### config.mk
export PLATFORM = sky130hd
export DESIGN_NAME = priority_arbiter
export DESIGN_NICKNAME = d
export VERILOG_FILES = /design/src/source/cmd_pkg.sv /design/src/source/mem_pkg.sv /design/src/source/priority_arbiter.sv
export SDC_FILE = /design/constraint.sdc
export NUM_CORES = 1
export LEC_CHECK = 0
export ABC_AREA = 0
export CORE_AREA = 2 2 91 93
export DETAILED_ROUTE_END_ITERATION = 8
export DIE_AREA = 0 0 93 95
export DONT_BUFFER_PORTS = 1
export GPL_TIMING_DRIVEN = 0
export SLEW_MARGIN = 20
export SYNTH_ARGS = -nofsm -noshare
export SYNTH_HDL_FRONTEND = slang
export SYNTH_SLANG_ARGS = --single-unit
export TNS_END_PERCENT = 50
### constraint.sdc
create_clock -name clock -period 2.5 [get_ports clock]
set_clock_uncertainty 0.2 [all_clocks]
set_input_delay 0.25 -clock clock [delete_from_list [all_inputs] [get_ports clock]]
set_output_delay 0.25 -clock clock [all_outputs]
set_load 0.02 [all_outputs]
### src/source/cmd_pkg.sv
// --------------------
// opcode and arbiter state encodings
// opcode codes 0, 1, 2 are also used in the vector file
// code 3 is unused and executes as a no-op
// --------------------

package cmd_pkg;

  // width of one port's opcode field on the flat bus
  localparam int op_width = 2;

  // memory operations
  typedef enum logic [op_width-1:0] {
    op_read      = 2'd0,
    op_write     = 2'd1,
    op_fetch_add = 2'd2
  } mem_op_t;

  // arbiter FSM
  typedef enum logic [1:0] {
    st_idle    = 2'd0,
    st_busy    = 2'd1,
    st_release = 2'd2
  } arb_state_t;

endpackage

### src/source/mem_pkg.sv
// --------------------
// memory geometry shared by the hub RTL and the testbench
// word addressed only, no byte lanes
// depth always follows addr_width, so the array is a power of two
// --------------------

package mem_pkg;

  // --------------------
  // word and address widths
  // --------------------

  // one memory word, also the width of every data bus
  localparam int data_width = 32;

  // word address, 256 words
  localparam int addr_width = 8;

  // number of words in the array
  localparam int mem_depth = 1 << addr_width;

endpackage
### src/source/priority_arbiter.sv
// --------------------
// fixed-priority arbiter, port 0 highest
// grant is latched for a whole transfer, no fairness
// enable low blocks new grants only, a granted transfer still ends
// one release cycle follows every ack before the next decision
// --------------------

module priority_arbiter #(
  parameter int num_ports = 4
) (
  input  logic                                      clock,
  input  logic                                      rstn,
  input  logic                                      enable,
  input  logic [num_ports-1:0]                      port_cyc,
  input  logic [num_ports-1:0]                      port_stb,
  input  logic [num_ports-1:0]                      port_we,
  input  logic [num_ports*cmd_pkg::op_width-1:0]    port_op,
  input  logic [num_ports*mem_pkg::addr_width-1:0]  port_addr,
  input  logic [num_ports*mem_pkg::data_width-1:0]  port_wdata,
  input  logic                                      m_ack,
  output logic                                      m_cyc,
  output logic                                      m_stb,
  output logic                                      m_we,
  output cmd_pkg::mem_op_t                          m_op,
  output logic [mem_pkg::addr_width-1:0]            m_addr,
  output logic [mem_pkg::data_width-1:0]            m_wdata,
  output logic [num_ports-1:0]                      grant
);

  cmd_pkg::arb_state_t  state;
  logic [num_ports-1:0] req;
  logic [num_ports-1:0] pick;

  // a port requests with cyc and stb both high
  assign req = port_cyc & port_stb;

  // lowest set index wins, scan from the top so it overrides
  always_comb begin
    pick = '0;
    for (int i = num_ports - 1; i >= 0; i--) begin
      if (req[i]) begin
        pick    = '0;
        pick[i] = 1'b1;
      end
    end
  end

  // --------------------
  // grant FSM
  // --------------------
  always_ff @(posedge clock or negedge rstn) begin
    if (!rstn) begin
      state <= cmd_pkg::st_idle;
      grant <= '0;
    end else begin
      case (state)
        cmd_pkg::st_idle: begin
          if (enable && (|req)) begin
            grant <= pick;
            state <= cmd_pkg::st_busy;
          end
        end
        // hold until the memory answers
        cmd_pkg::st_busy: begin
          if (m_ack) begin
            state <= cmd_pkg::st_release;
          end
        end
        // winner drops stb here
        cmd_pkg::st_release: begin
          grant <= '0;
          state <= cmd_pkg::st_idle;
        end
        default: begin
          grant <= '0;
          state <= cmd_pkg::st_idle;
        end
      endcase
    end
  end

  // master strobes only while busy
  assign m_cyc = (state == cmd_pkg::st_busy);
  assign m_stb = m_cyc & (|(grant & port_stb));

  // --------------------
  // master bus mux
  // --------------------
  always_comb begin
    m_we    = 1'b0;
    m_op    = cmd_pkg::op_read;
    m_addr  = '0;
    m_wdata = '0;
    for (int i = 0; i < num_ports; i++) begin
      if (grant[i]) begin
        m_we    = port_we[i];
        m_op    = cmd_pkg::mem_op_t'(port_op[i*cmd_pkg::op_width +: cmd_pkg::op_width]);
        m_addr  = port_addr[i*mem_pkg::addr_width +: mem_pkg::addr_width];
        m_wdata = port_wdata[i*mem_pkg::data_width +: mem_pkg::data_width];
      end
    end
  end

endmodule

==> run_results.csv <==
group,metric,value,unit
status,status,"complete, no violations",
global_routing,grt_max_degree,11,
floorplan,core_area,0.00793,sq mm
drt,via_count,2147,
sta,max_freq,414,MHz
cells_and_area,utilization,32.7,%
cells_and_area,drive_above_1_share,44.5,%
cts,clk_path_buf_depth,2,
floorplan,fp.dieW,93,um
place,port-buffer-count,0,
logic_synthesis,postSynthAreaPerCell,9.09,sq um
drt,final_antenna_net_count,0,
critical_path,critPathMaxFanout,10,
critical_path,crit_chain,"nor2b_4, buf_6, buf_12, a221oi_2, o31ai_2",
drt,first_pass_iters,4,
logic_synthesis,synth_area,0.00219,sq mm
drt,met2_length,3990,um
power,ir_drop,0.430,mV
logic_synthesis,synth_xor_area_share,0,%
logic_synthesis,synth_top_cell_by_area,"a221oi_2",
sta,finalHoldViolCount,0,
cells_and_area,layoutNonFillerInstCount,352,
power,clock_power_share,5.6,%
logic_synthesis,synthCells,241,
sta,finalMaxSlewViolations,0,
drt,met1_length,3180,um
critical_path,critPathCaptureType,"output pin",
global_routing,grt_use_total,16.1,%
sta,worst_slew_pin_slew,0.816,ns
power,cellLeakagePower,0.831,nW
critical_path,critPathRequiredTime,2.05,ns
power,netSwitchingPower,1.45,mW
drt,drt_iter0_markers,61,
logic_synthesis,synth_compound_area_share,56.8,%
cts,root_buffer,"clkbuf_8",
logic_synthesis,synth_top_area_share,27.4,%
cells_and_area,diodes,0,
sta,setup_violations,0,
logic_synthesis,yosys.area_share.simple,23.3,%
floorplan,die-area,0.00884,sq mm
power,powerDensity,985,mW/mm^2
critical_path,cpPeakStageDelay,0.59,ns
global_routing,grt_remaining_overflow,0,
floorplan,start_util,27.6,%
floorplan,rows,33,
drt,wire_per_inst,22.9,um
logic_synthesis,synth_edf_count,0,
logic_synthesis,synth_fa_ha_area_share,0,%
cts,cts-htree-levels,1,
floorplan,die_h,95,um
cells_and_area,synthToLayoutAreaGrowth,18.2,%
cts,clock_latency,0.22,ns
logic_synthesis,synth_warnings,0,
sta,finalCritPeriodShare,96.5,%
place,dp_hpwl,6520,um
global_routing,grt_pass1_vias,2048,
worst_hold_path,hold_path_class,"in2reg",
global_routing,grt_pass1_wl,11300,um
drt,top_layer_used,"met4",
logic_synthesis,ys.flop_type,"dfrtp_1",
sta,min_period,2.41,ns
logic_synthesis,synth_area_leaders,"a221oi_2 27%, o31ai_2 23%, nor2b_1 13%",
cells_and_area,final_nets,433,
drt,wl_met3,744,um
sta,tns,0,ns
power,comb_power_share,87.6,%
logic_synthesis,synthMuxAreaShare,0.971,%
logic_synthesis,postSynth.asyncResetShare,100,%
cts,post_cts_buffers,0,
critical_path,cp.arrival,1.96,ns
power,sw_frac_of_total,56.8,%
logic_synthesis,synthTopCellsByCount,"45 x nand2_1, 44 x nor2b_1, 40 x a221oi_2, 40 x o31ai_2, 11 x clkbuf_1",
cts,clkTransAtPathRegs,0.04,ns
logic_synthesis,yosysMostFrequentCell,"nand2_1",
power,total_power,2.55,mW
place,gp_congestion,0.787,
logic_synthesis,synth_top_family_by_area,"compound AO/OA/AOI/OAI gates",
critical_path,crit_type,"reg2out",
logic_synthesis,synth_cell_types,30,
cts,cts_tree,"built",
sta,relSlewSlack,45.6,%
logic_synthesis,synth_nets,425,
power,internal_power,1.10,mW
drt,via_per_inst,6.10,
logic_synthesis,seq_area_frac_synth,6.85,%
sta,rsz0062_at_grt,"no",
flow_run,drv_cap,0,
drt,drc,0,
power,seq_power_share,6.9,%
floorplan,pin_count,233,
critical_path,crit_path_start_kind,"flip-flop",
drt,drt_wl_total,8070,um
place,placed_cells,346,
cts,cts.sink_count,6,
critical_path,cp_slowest_cell,"dfrtp_1",
cts,numCtsBuffers,3,
logic_synthesis,synth_seq_cells,6,
global_routing,antenna_found_initial,0,
-- layer usage --
| layer | vias up | global-route usage, % |
|---|---|---|
| met3 | 12 | 3.11 |
| li1 | 951 | - |
| met4 | 0 | 3.31 |
| met5 | - | 0 |
| met1 | 1045 | 20.4 |
| met2 | 139 | 28.3 |
-- power groups by stage --
stage / combinational, mW / sequential (mW) / clock [mW]
after detailed placement: 2.02 / 0.178 / 0
after CTS: 2.18 / 0.177 / 0.145
after global routing: 2.37 / 0.182 / 0.151
after floorplan: 1.76 / 0.163 / 0
final: 2.23 / 0.176 / 0.142
after global placement: 1.99 / 0.177 / 0
-- state kept, by name (all words and copies together) (netlist names) --
name / flops
state: 2
grant: 4
-- final timing paths --
check	startpoint	end	slack (ns)	cells past startpoint
max reg2reg	state[0]$_DFFE_PN0P_	grant[1]$_DFFE_PN0P_	0.89	3
min in group asynchronous	rstn	state[0]$_DFFE_PN0P_	0.14	1
max	grant[0]$_DFFE_PN0P_	m_wdata[5]	0.09	5
min	enable	grant[2]$_DFFE_PN0P_	0.01	2
max in group asynchronous	rstn	grant[0]$_DFFE_PN0P_	1.75	1
min reg2reg	state[1]$_DFFE_PN0P_	grant[3]$_DFFE_PN0P_	0.34	1
-- what timing repair did --
action | 4_1_cts | 5_1_grt
setup endpoints to repair | 21 | 25
cloned | 0 | 0
gates resized for setup | 16 | 17
hold endpoints to repair | 8 | 0
hold buffers | 3 | 0
-- layout make-up --
type,instances,area (sq um)
Sequential cell,6,150
Inverter,3,11.3
Clock buffer,3,41.3
Fill cell,825,5340
Timing Repair Buffer,3,30.0
Buffer,30,262
Multi-Input combinational cell,202,1960
Tap cell,105,131
-- cell usage in the layout (no fill, tap or decap), types with 4 or more instances in the layout --
master	count
a21oi_1	5
a221oi_2	40
a22oi_1	4
buf_12	4
buf_2	4
clkbuf_1	7
clkbuf_2	4
clkbuf_4	5
clkbuf_8	7
dfrtp_1	6
nand2_1	45
nor2b_1	44
o31ai_2	20
o31ai_4	21
-- kinds of logic after synthesis --
| kind of cell | Yosys count |
|---|---|
| buffers and inverters | 33 |
| AND/OR/NAND/NOR | 99 |
| multiplexers | 2 |
| AO/OA/AOI/OAI | 101 |
| flip-flops | 6 |
-- through the flow --
step	setup WS, ns	hold WS, ns	cell area [sq um]
global placement	0.0991	-0.245	2320
detailed placement	0.0822	-0.245	2320
CTS	-0.0348	0.00995	2530
finish	0.0865	0.0105	2590
global route	0.00430	0.0260	2590
floorplan	0.539	-0.246	2190
-- critical path, delay by kind of cell, from the launching register on --
family                 cells  cell delay (ns)
and+or+nand+nor            1             0.23
buffers and inverters      2             0.33
AOI/OAI and AO/OA          2             0.58
DFF                        1             0.59
No activity file was read; power rests on OpenSTA's default activity.
