### config.mk
export PLATFORM = sky130hd
export DESIGN_NAME = response_router
export DESIGN_NICKNAME = d
export VERILOG_FILES = /design/src/source/mem_pkg.sv /design/src/source/response_router.sv
export SDC_FILE = /design/constraint.sdc
export NUM_CORES = 1
export LEC_CHECK = 0
export BUFFER_PORTS_ARGS = -buffer_cell sky130_fd_sc_hd__buf_2
export CAP_MARGIN = 20
export CORE_MARGIN = 3
export CORE_UTILIZATION = 48
export DETAILED_ROUTE_END_ITERATION = 10
export PLACE_DENSITY = 0.81
export SYNTH_ARGS = -nofsm -noshare
export SYNTH_HDL_FRONTEND = slang
export SYNTH_SLANG_ARGS = --single-unit
### constraint.sdc
create_clock -name clock -period 0.8 [get_ports clock]
set_input_delay 0.16 -clock clock [delete_from_list [all_inputs] [get_ports clock]]
set_output_delay 0.16 -clock clock [all_outputs]
set_load 0.02 [all_outputs]
### src/source/mem_pkg.sv
// --------------------
// memory geometry shared by the hub RTL and the testbench
// word addressed only, no byte lanes
// depth always follows addr_width, so the array is a power of two
// --------------------

package mem_pkg;

  // --------------------
  // word and address widths
  // --------------------

  // one memory word, also the width of every data bus
  localparam int data_width = 32;

  // word address, 256 words
  localparam int addr_width = 8;

  // number of words in the array
  localparam int mem_depth = 1 << addr_width;

endpackage
### src/source/response_router.sv
// --------------------
// steers the memory response to the granted port
// one register stage, so port_ack trails m_ack by a cycle
// rdata is zero on every port except the one being acked
// --------------------

module response_router #(
  parameter int num_ports = 4
) (
  input  logic                                      clock,
  input  logic                                      rstn,
  input  logic [num_ports-1:0]                      grant,
  input  logic                                      m_ack,
  input  logic [mem_pkg::data_width-1:0]            m_rdata,
  output logic [num_ports-1:0]                      port_ack,
  output logic [num_ports*mem_pkg::data_width-1:0]  port_rdata
);

  // ack qualified per port
  logic [num_ports-1:0] hit;

  assign hit = grant & {num_ports{m_ack}};

  // --------------------
  // output registers
  // --------------------
  always_ff @(posedge clock or negedge rstn) begin
    if (!rstn) begin
      port_ack   <= '0;
      port_rdata <= '0;
    end else begin
      port_ack <= hit;
      for (int i = 0; i < num_ports; i++) begin
        // only the winner sees data
        if (hit[i]) begin
          port_rdata[i*mem_pkg::data_width +: mem_pkg::data_width] <= m_rdata;
        end else begin
          port_rdata[i*mem_pkg::data_width +: mem_pkg::data_width] <= '0;
        end
      end
    end
  end

endmodule

==> results.txt, run 1 <==
- Initial core utilization: 49.6%
- The largest individual stage delay along the critical path comes from the cell sky130_fd_sc_hd__dfrtp_1.
- Endpoint arrival time on the critical path: 1070 ps
- Netlist cell types: 7
- Worst slew pin tran: 625 ps
- Final std cells w/o fill: 616
- Horizontal die dimension: 101 µm
- In this run the worst setup path terminates at port_rdata[41].
- Count of inserted antenna diode cells: 0
- WL final: 12.6 mm
- Maximum frequency from static timing analysis: 0.814 GHz
- Sequential cells were found to cover 76.3% of the synthesized design area.
- Pin placement for this block handled 171 I/O pins.
- The via count of the first global-routing pass was 3495.
- After layout, the worst path uses 154% of the clock period.
- Final WS setup: -428 ps
- A synthesized cell averages 14.9 µm².
- Number of pins with negative max-slew slack in the final report: 0
- The core region is 0.00872 mm².
- Count of buffers inserted at the top-level ports: 170
- The number of placed instances, taps included, is 550.
* CTS buffer count: 17
* Start point of the critical path: port_rdata[41]
* Crit path time final: 1230 ps
* Clock sink total: 132
* RSZ-0062 raised after global routing: yes
- Fraction of final layout cells sized beyond drive strength 1: 41.7%
- Max Buffers Root-to-Sink: 2
- Number of levels in the clock H-tree: 4
* Worst slack on hold paths: 182 ps
- Leakage power: 3.93 nW
* Average routed wire per standard cell: 20.5 µm
* Vias: 3270
* Gate Count Post-Synth: 290
* Number of max-cap violations: 0
* Die outline height: 101 µm
- Clock tree from TritonCTS: built
* Leading cell types in the layout, fill and taps excluded: 132 x sky130_fd_sc_hd__buf_6, 132 x sky130_fd_sc_hd__dfrtp_1, 126 x sky130_fd_sc_hd__and3_1
* Number of logic stages on the critical path including buffering: 1
- Summed negative setup slack over all endpoints: -51140 ps
- The checks that failed: setup timing.
- Syn Std Cell Area: 0.00433 mm²
- Global-route wire length before repair: 19.3 mm
- Buffers inserted during post-CTS setup optimization: 0
* Estimated wirelength of the detail-placed design: 6.54 mm
- Data on the critical path is required at its endpoint by 640 ps.
- After clock tree synthesis, the clock-pin slew on the worst setup and hold paths is 60 ps.
- The initial antenna violation count came to 0.
- Antenna-violating nets left: 0
- The total overflow left after global routing is 0.
- The critical path goes through buf_6.
- Final core utilization: 79.9%
* 1st-pass router iterations: 4
* Violation count after the first detailed-routing iteration: 157
- Yosys printed 0 warnings.
* Worst Setup Start Kind: flop
- VDD sags by at most 1.65 mV.
- When the netlist entered floorplanning its net count stood at 329.
- In this run the worst path has a maximum fanout of 1.
- For this run, the slowest stage of the critical path takes 410 ps.
- Relative max-transition margin: 58.3%
- Worst path buffer plus inverter count: 1
- Hold Crit Class: in2reg
- For this run, the total global-route usage over all layers was measured as 25.6%.
- Number of placement rows: 34
* Root buffer selected by CTS: sky130_fd_sc_hd__clkbuf_8
* GP Congestion: 0.776
* #FFs+latches synth: 132
* Final hold vios: 0
- Remaining DRCs: 0
- Area enclosed by the die boundary: 0.0102 mm²
- Post-layout nets: 534
- Power spread over the standard cell area amounts to 2320 mW/mm².
- The run finished, with violations left.
- By startpoint and endpoint, the worst setup path is classified as reg2out.
* Synth-to-layout area growth: 61.0%
- Pin count of the biggest net entering global routing: 57
* Family with the most delay on the worst path: flip-flops
- Drt via density: 5.31
- CP Capture Type: output port
- Setup violations remaining at the end of the flow were counted as 132.
cell usage after synthesis:
library cell | instances | share of area [%]
sky130_fd_sc_hd__and3_1 | 126 | 18
sky130_fd_sc_hd__and3_2 | 2 | 0.35
sky130_fd_sc_hd__and2_1 | 4 | 0.58
sky130_fd_sc_hd__dfrtp_1 | 132 | 76
sky130_fd_sc_hd__buf_6 | 1 | 0.26
sky130_fd_sc_hd__buf_8 | 8 | 2.8
sky130_fd_sc_hd__clkbuf_1 | 17 | 1.5
metrics by stage:
stage	setup slack, ps	instance area, µm²	power, mW
floorplan	113	4330	7.80
global placement	-155	5240	8.40
detailed placement	-208	5240	8.45
CTS	-442	6970	16.2
global route	-453	6970	16.7
finish	-428	6970	16.1
state kept, by name, indices dropped and copies added, names as in the netlist:
signal / cells
port_rdata: 128
port_ack: 4
final cells by class:
cell class	instances	area (µm²)
multi-input cells	132	828
well taps	108	135
fillers	465	1750
clock buffers	17	414
flip-flops and latches	132	3300
clock inverters	15	145
repair buffers	212	2140
report_power, final:
group          internal [mW]  switching [mW]
clock                   4.19            3.09
combinational          0.845           0.944
sequential              6.94           0.145
what timing repair did:
item,CTS,global route
hold endpoints to repair,260,0
pin swaps,0,0
setup endpoints to repair,132,132
gates resized for setup,264,0
hold buffers,34,0
worst min-delay path by stage:
stage                from             end  slack, ps  cells past startpoint
floorplan            rstn     port_ack[0]       -140                      0
global placement     rstn  port_rdata[42]         -8                      1
detailed placement   rstn  port_rdata[42]         -7                      1
CTS                 m_ack     port_ack[3]        160                      3
global route        m_ack     port_ack[3]        180                      3
finish              m_ack     port_ack[3]        180                      3
routing by layer:
layer | track usage, % | vias to the layer above | part of all wire, %
met3 | 6.99 | 31 | 6.2
met4 | 13.0 | 0 | 3.6
met1 | 29.1 | 1679 | 35
li1 | - | 1401 | -
met2 | 44.2 | 159 | 55
met5 | 0 | - | 0
cells by family after synthesis:
group	after synthesis	share of synthesized area, %
buffers and inverters	26	4.51
DFF	132	76.3
and+or+nand+nor	132	19.1
No activity file was read; power rests on OpenSTA's default activity.
==> run 2: changes to the inputs <==
- CORE_UTILIZATION: 48 -> 51
- PLACE_DENSITY: 0.81 -> 0.85
- clock period: 0.8 -> 1.6 ns (I/O delays scaled with it)
==> results.txt, run 2 (same netlist as run 1, synthesis figures left out) <==
- Remaining DRCs: 0
* Combinational power share: 8.1%
- After detailed routing, the total wire length is 10.3 mm.
- Setup violations remaining at the end of the flow were counted as 0.
- Worst min-delay path startpoint: m_rdata[23]
- Clock tree from TritonCTS: built
- Root buffer selected by CTS: sky130_fd_sc_hd__clkbuf_8
- The clock tree synthesis step divided the H-tree into 4 levels.
* Sw Pwr: 1.89 mW
- Footprint of the multi-input gates: 828 µm²
* Final WS setup: 214 ps
- Die outline height: 98.1 µm
- In this run the number of cells on the critical path is 1.
- Sequential Area: 0.00330 mm²
* Number of pins with negative max-slew slack in the final report: 0
* PwrDens: 1380 mW/mm²
* Fraction of final layout cells sized beyond drive strength 1: 43.9%
- Counting along the longest clock path gives a buffer depth of 2.
- The signal on the critical path passes through buf_2.
- Pre-CTS WS: 468 ps
- The congestion estimate from routability-driven global placement came to 0.803.
- The worst setup path is launched from a flop.
* Total internal power: 6.06 mW
- Dividing the detail-routed wire length by the instance count gives 18.0 µm.
- Count of buffers inserted at the top-level ports: 170
- Top reg by flops: port_rdata
- Leaving out fill and tap cells, the most frequent cell in the layout is sky130_fd_sc_hd__buf_2.
- RSZ-0062 raised after global routing: no
- Net switching is 23.8% of the power.
- Hold Crit Endpoint: port_rdata[23]
- For the worst setup path, the data required time is 1280 ps.
- Global routing used 21.9% of the available tracks.
- The finished layout holds 571 standard cells, fillers aside.
- Hold bufs inserted after CTS: 1
- Slowest stage cell, crit path: sky130_fd_sc_hd__dfrtp_1
* Synth-to-layout area growth: 33.6%
* Pin count of the biggest net entering global routing: 133
- The number of endpoints with negative hold slack in the final report came to 0.
* Core area: 0.00797 mm²
- Counting both buffers and inverters, the worst setup path holds a total of 1.
- Period utilization: 86.6%
* Estimated wirelength of the detail-placed design: 6.17 mm
- The placed instances occupy a cell area of 0.00518 mm².
- At the pin with the least slew margin, the transition time is 592 ps.
* Horizontal die dimension: 98.1 µm
* Post-CTS sizing: 0
- Of the total power, the clock network draws 47.9%.
- Clock-pin slew was measured on the worst setup and hold paths at 60 ps.
- Crit path time final: 1390 ps
- Final core utilization: 72.5%
- Relative max-transition margin: 60.6%
- The via count of the first global-routing pass was 3090.
- The first global-routing pass estimated 16.1 mm of wire.
- Outcome: finished clean
- Adding up every negative setup slack in the final design gives 0 ps.
- Global routing finished with a remaining overflow of 0.
* Stage delay of the slowest cell on the critical path: 400 ps
* Hold Crit Class: in2reg
- The register with the most flip-flops in the layout has 128 of them.
* Initial antenna violation count: 0
* Registers with the most flip-flops: port_rdata: 128 flops, port_ack: 4 flops
- For this block, the initial DRC count from the detailed router was 132.
- Endpoint arrival time on the critical path: 1070 ps
- The die covers 0.00962 mm².
* Vias: 2939
* Worst Setup Path Type: reg2out
- Clock sink total: 132
* Maximum frequency from static timing analysis: 0.721 GHz
- Initial core utilization: 54.3%
* Worst slack on hold paths: 84.4 ps
- In this run the count of I/O pins placed on the die edge is 171.
- Along the worst path, the maximum fanout reaches 1.
- Among cell families on the critical path, the largest total delay comes from flip-flops.
- After clock tree synthesis, the setup repair step added 0 buffers.
- Dividing the detail-routed via count by the number of cells gives 5.15.
- CTS buffer count: 17
- The worst setup path is captured at an output port.
- Counting tap cells, the placed design contains a total of 540 instances.
- Leakage power: 3.65 nW
* Hold Path Stages: 2
- The library cells used most frequently in the layout, excluding fill and tap cells, are 169 x sky130_fd_sc_hd__buf_2, 132 x sky130_fd_sc_hd__dfrtp_1, 126 x sky130_fd_sc_hd__and3_1.
- Post-route cell area: 0.00578 mm²
- The repair_antennas step left the layout with diodes totalling 0.
- Antenna-violating nets left: 0
- Across the VDD grid, the largest voltage drop is 0.906 mV.
- Post-layout nets: 497
* Sequential cell fraction of total power: 44.1%
- Number of max-cap violations: 0
- 1st-pass router iterations: 5
- Count of fill cells added during filler insertion: 537
* Number of placement rows: 32
- Total power draw: 7.95 mW
## run 2: worst max path at each step
stage / slack [ps] / startpoint / to
6_report: 210 / port_ack[2] / port_ack[2]
5_1_grt: 180 / port_ack[2] / port_ack[2]
4_1_cts: 190 / port_ack[2] / port_ack[2]
3_5_place_dp: 470 / grant[3] / port_rdata[97]
3_3_place_gp: 490 / grant[3] / port_rdata[96]
2_1_floorplan: 750 / m_ack / port_rdata[0]
## run 2: metal layers
metal	routed length, µm	GRT usage [%]	up-vias
met5	0	0	-
met4	136	8.31	0
met3	715	7.36	10
met2	5630	38.4	116
met1	3790	24.7	1489
li1	-	-	1324
## run 2: power groups by stage
stage | clock network [mW] | logic (mW) | registers [mW]
after floorplan | 0 | 0.170 | 3.73
after global placement | 0 | 0.624 | 3.56
after detailed placement | 0 | 0.640 | 3.56
after CTS | 3.88 | 0.650 | 3.50
final | 3.81 | 0.643 | 3.50
after global routing | 4.01 | 0.697 | 3.51
## run 2: cell type report
class                      instances  share of cell area [%]
tap                              102                    2.21
clock buffer                      17                    7.17
multi-input combinational        132                    14.3
sequential                       132                    57.2
timing repair buffer             175                    16.1
clock inverter                    13                    3.03
==> run 3: changes to the inputs <==
--- a/config.mk
+++ b/config.mk
@@ -11,5 +11,5 @@
 export CORE_UTILIZATION = 51
 export DETAILED_ROUTE_END_ITERATION = 10
-export PLACE_DENSITY = 0.85
+export PLACE_DENSITY = 0.89
 export SYNTH_ARGS = -nofsm -noshare
 export SYNTH_HDL_FRONTEND = slang
==> constraint.sdc (replaced) <==
create_clock -name clock -period 1.6 [get_ports clock]
set_input_delay 0.32 -clock clock [delete_from_list [all_inputs] [get_ports clock]]
set_output_delay 0.32 -clock clock [all_outputs]
set_load 0.005 [all_outputs]
==> results.txt, run 3 (same netlist as run 1, synthesis figures left out) <==
- Clock tree from TritonCTS: built
- The number of antenna diodes in the final layout is 0.
- Max Buffers Root-to-Sink: 2
- Slowest stage cell, crit path: sky130_fd_sc_hd__dfrtp_1
- Dividing total power by cell area gives a power density of 1380 mW/mm².
- Worst Setup Path Type: reg2out
- Count of buffers inserted at the top-level ports: 170
- Highest fanout seen on the critical path: 1
- WL met3: 747 µm
- Setup repair after global routing left no endpoint under its margin.
- CTS buffer count: 17
* Root buffer selected by CTS: sky130_fd_sc_hd__clkbuf_8
* Peak supply drop: 0.881 mV
* Average routed wire per standard cell: 18.3 µm
* Hold Crit Class: in2reg
- Area enclosed by the die boundary: 0.00962 mm²
- Leading cell types in the layout, fill and taps excluded: 169 x sky130_fd_sc_hd__buf_2, 132 x sky130_fd_sc_hd__dfrtp_1, 126 x sky130_fd_sc_hd__and3_1
- The detailed router put a total of 3.94 mm of wire on met1.
* Number of levels in the clock H-tree: 4
- Violation count after the first detailed-routing iteration: 157
- Leakage power: 3.66 nW
- The register with the most flip-flops in the layout has 128 of them.
* List of cells traversed by the critical path: buf_2
* Estimated wirelength of the detail-placed design: 6.54 mm
- Family with the most delay on the worst path: flip-flops
- The first TritonRoute pass finished after 4 iterations.
* Global-route wire length before repair: 16.4 mm
- Leading cell type in the layout, fill and taps excluded: sky130_fd_sc_hd__buf_2
- Top-level port count: 171
- The number of endpoints with negative hold slack in the final report is 0.
* CTS clock-pin slew for the worst setup and hold paths: 60 ps
* Stage delay of the slowest cell on the critical path: 390 ps
- Final std cells w/o fill: 572
* Initial antenna violation count: 0
- Initial core utilization: 54.3%
- Core area: 0.00797 mm²
* Worst slew pin tran: 581 ps
- In the final timing run, aggregate negative setup slack is 0 ps.
* Die outline height: 98.1 µm
- STA classifies the critical path startpoint as a flop.
* Fraction of final layout cells sized beyond drive strength 1: 43.8%
- Final WS setup: 250 ps
- In the routed design, unresolved DRC markers number 0.
- Number of failing setup endpoints in the final timing report: 0
* Post-CTS sizing: 0
- Worst endpoint required time: 1280 ps
- Based on the critical path, the design can be clocked at up to 0.741 GHz.
- Drt via density: 5.16
* Number of max-cap violations: 0
* Crit path time final: 1350 ps
- The net count of the finished layout is 496.
* Uppermost metal layer occupied by signal nets: met4
* Top reg by flops: port_rdata
- GP Congestion: 0.735
- Synth-to-layout area growth: 34.1%
- Number of placed instances with taps included: 539
- Detailed-routed wire length on met2: 5.52 mm
- For this run the aggregate overflow at the end of global routing stands at 0.
* Clock sink total: 132
* Endpoint arrival time on the critical path: 1030 ps
- From left edge to right edge, the die measures 98.1 µm.
* Via count of the first global-routing pass: 3183
- Pin count of the biggest net entering global routing: 133
* Outcome: finished clean
- Vias: 2951
- Global routing consumed, over all layers together, 22.5% of the routing resources.
* WL final: 10.5 mm
- Measured against its own limit, the worst slew margin works out to 61.3%.
- Antenna-violating nets left: 0
- The max-slew violation count was 0.
* Registers with the most flip-flops: port_rdata: 128 flops, port_ack: 4 flops
- The number of buffers and inverters on the critical path is 1.
* Number of placement rows: 32
- The final critical path takes up 84.4% of the cycle.
* CP Capture Type: output port
- Pre-CTS WS: 505 ps
[run 3: changes by cell type in the layout (fill, tap and decap cells not counted), sizes merged]
cell | before | now
inv | 5 | 4
clkbuf | 17 | 18
clkinvlp | 2 | 3
bufinv | 3 | 4
buf | 174 | 173
[run 3: per-layer routing]
metal,global-route usage (%),up-vias
li1,-,1325
met1,25.6,1470
met2,38.7,136
met3,7.93,20
met4,9.16,0
met5,0,-
[run 3: final timing paths]
| check | to | from | depth (start not counted) |
|---|---|---|---|
| hold / removal | port_rdata[112] | m_rdata[16] | 2 |
| setup / recovery | port_rdata[27] | port_rdata[27] | 1 |
| min in group asynchronous | port_ack[0] | rstn | 3 |
| max in group asynchronous | port_rdata[18] | rstn | 3 |
[run 3: repair_timing]
item                       4_1_cts  5_1_grt
buffers inserted                 0        0
hold endpoints to repair       132        0
hold buffers                     1        0
setup endpoints to repair        0        0
[run 3: per-stage QoR]
step / cell area, µm² / hold WS (ps) / util [%] / total power, mW
after floorplan: 4330 / 24.4 / - / 3.75
after global placement: 5170 / 348 / 64.9 / 4.02
after detailed placement: 5170 / 361 / 64.9 / 4.05
after CTS: 5800 / 57.5 / 72.8 / 8.04
after global routing: 5800 / 68.2 / 72.8 / 8.27
final: 5800 / 74.0 / 72.8 / 7.98
[run 3: area by class of cell]
cell class	count	area (µm²)
clock buffer	18	418
multi-input combinational	132	828
sequential	132	3300
tap	102	128
clock inverter	14	200
timing repair buffer	174	923
fill	532	2170
[run 3: where the power goes]
part / switching (mW) / leakage, nW / total [mW] / internal [mW]
Sequential: 0.0375 / 1.77 / 3.50 / 3.47
Combinational: 0.287 / 1.59 / 0.488 / 0.201
Clock: 1.44 / 0.293 / 3.99 / 2.55
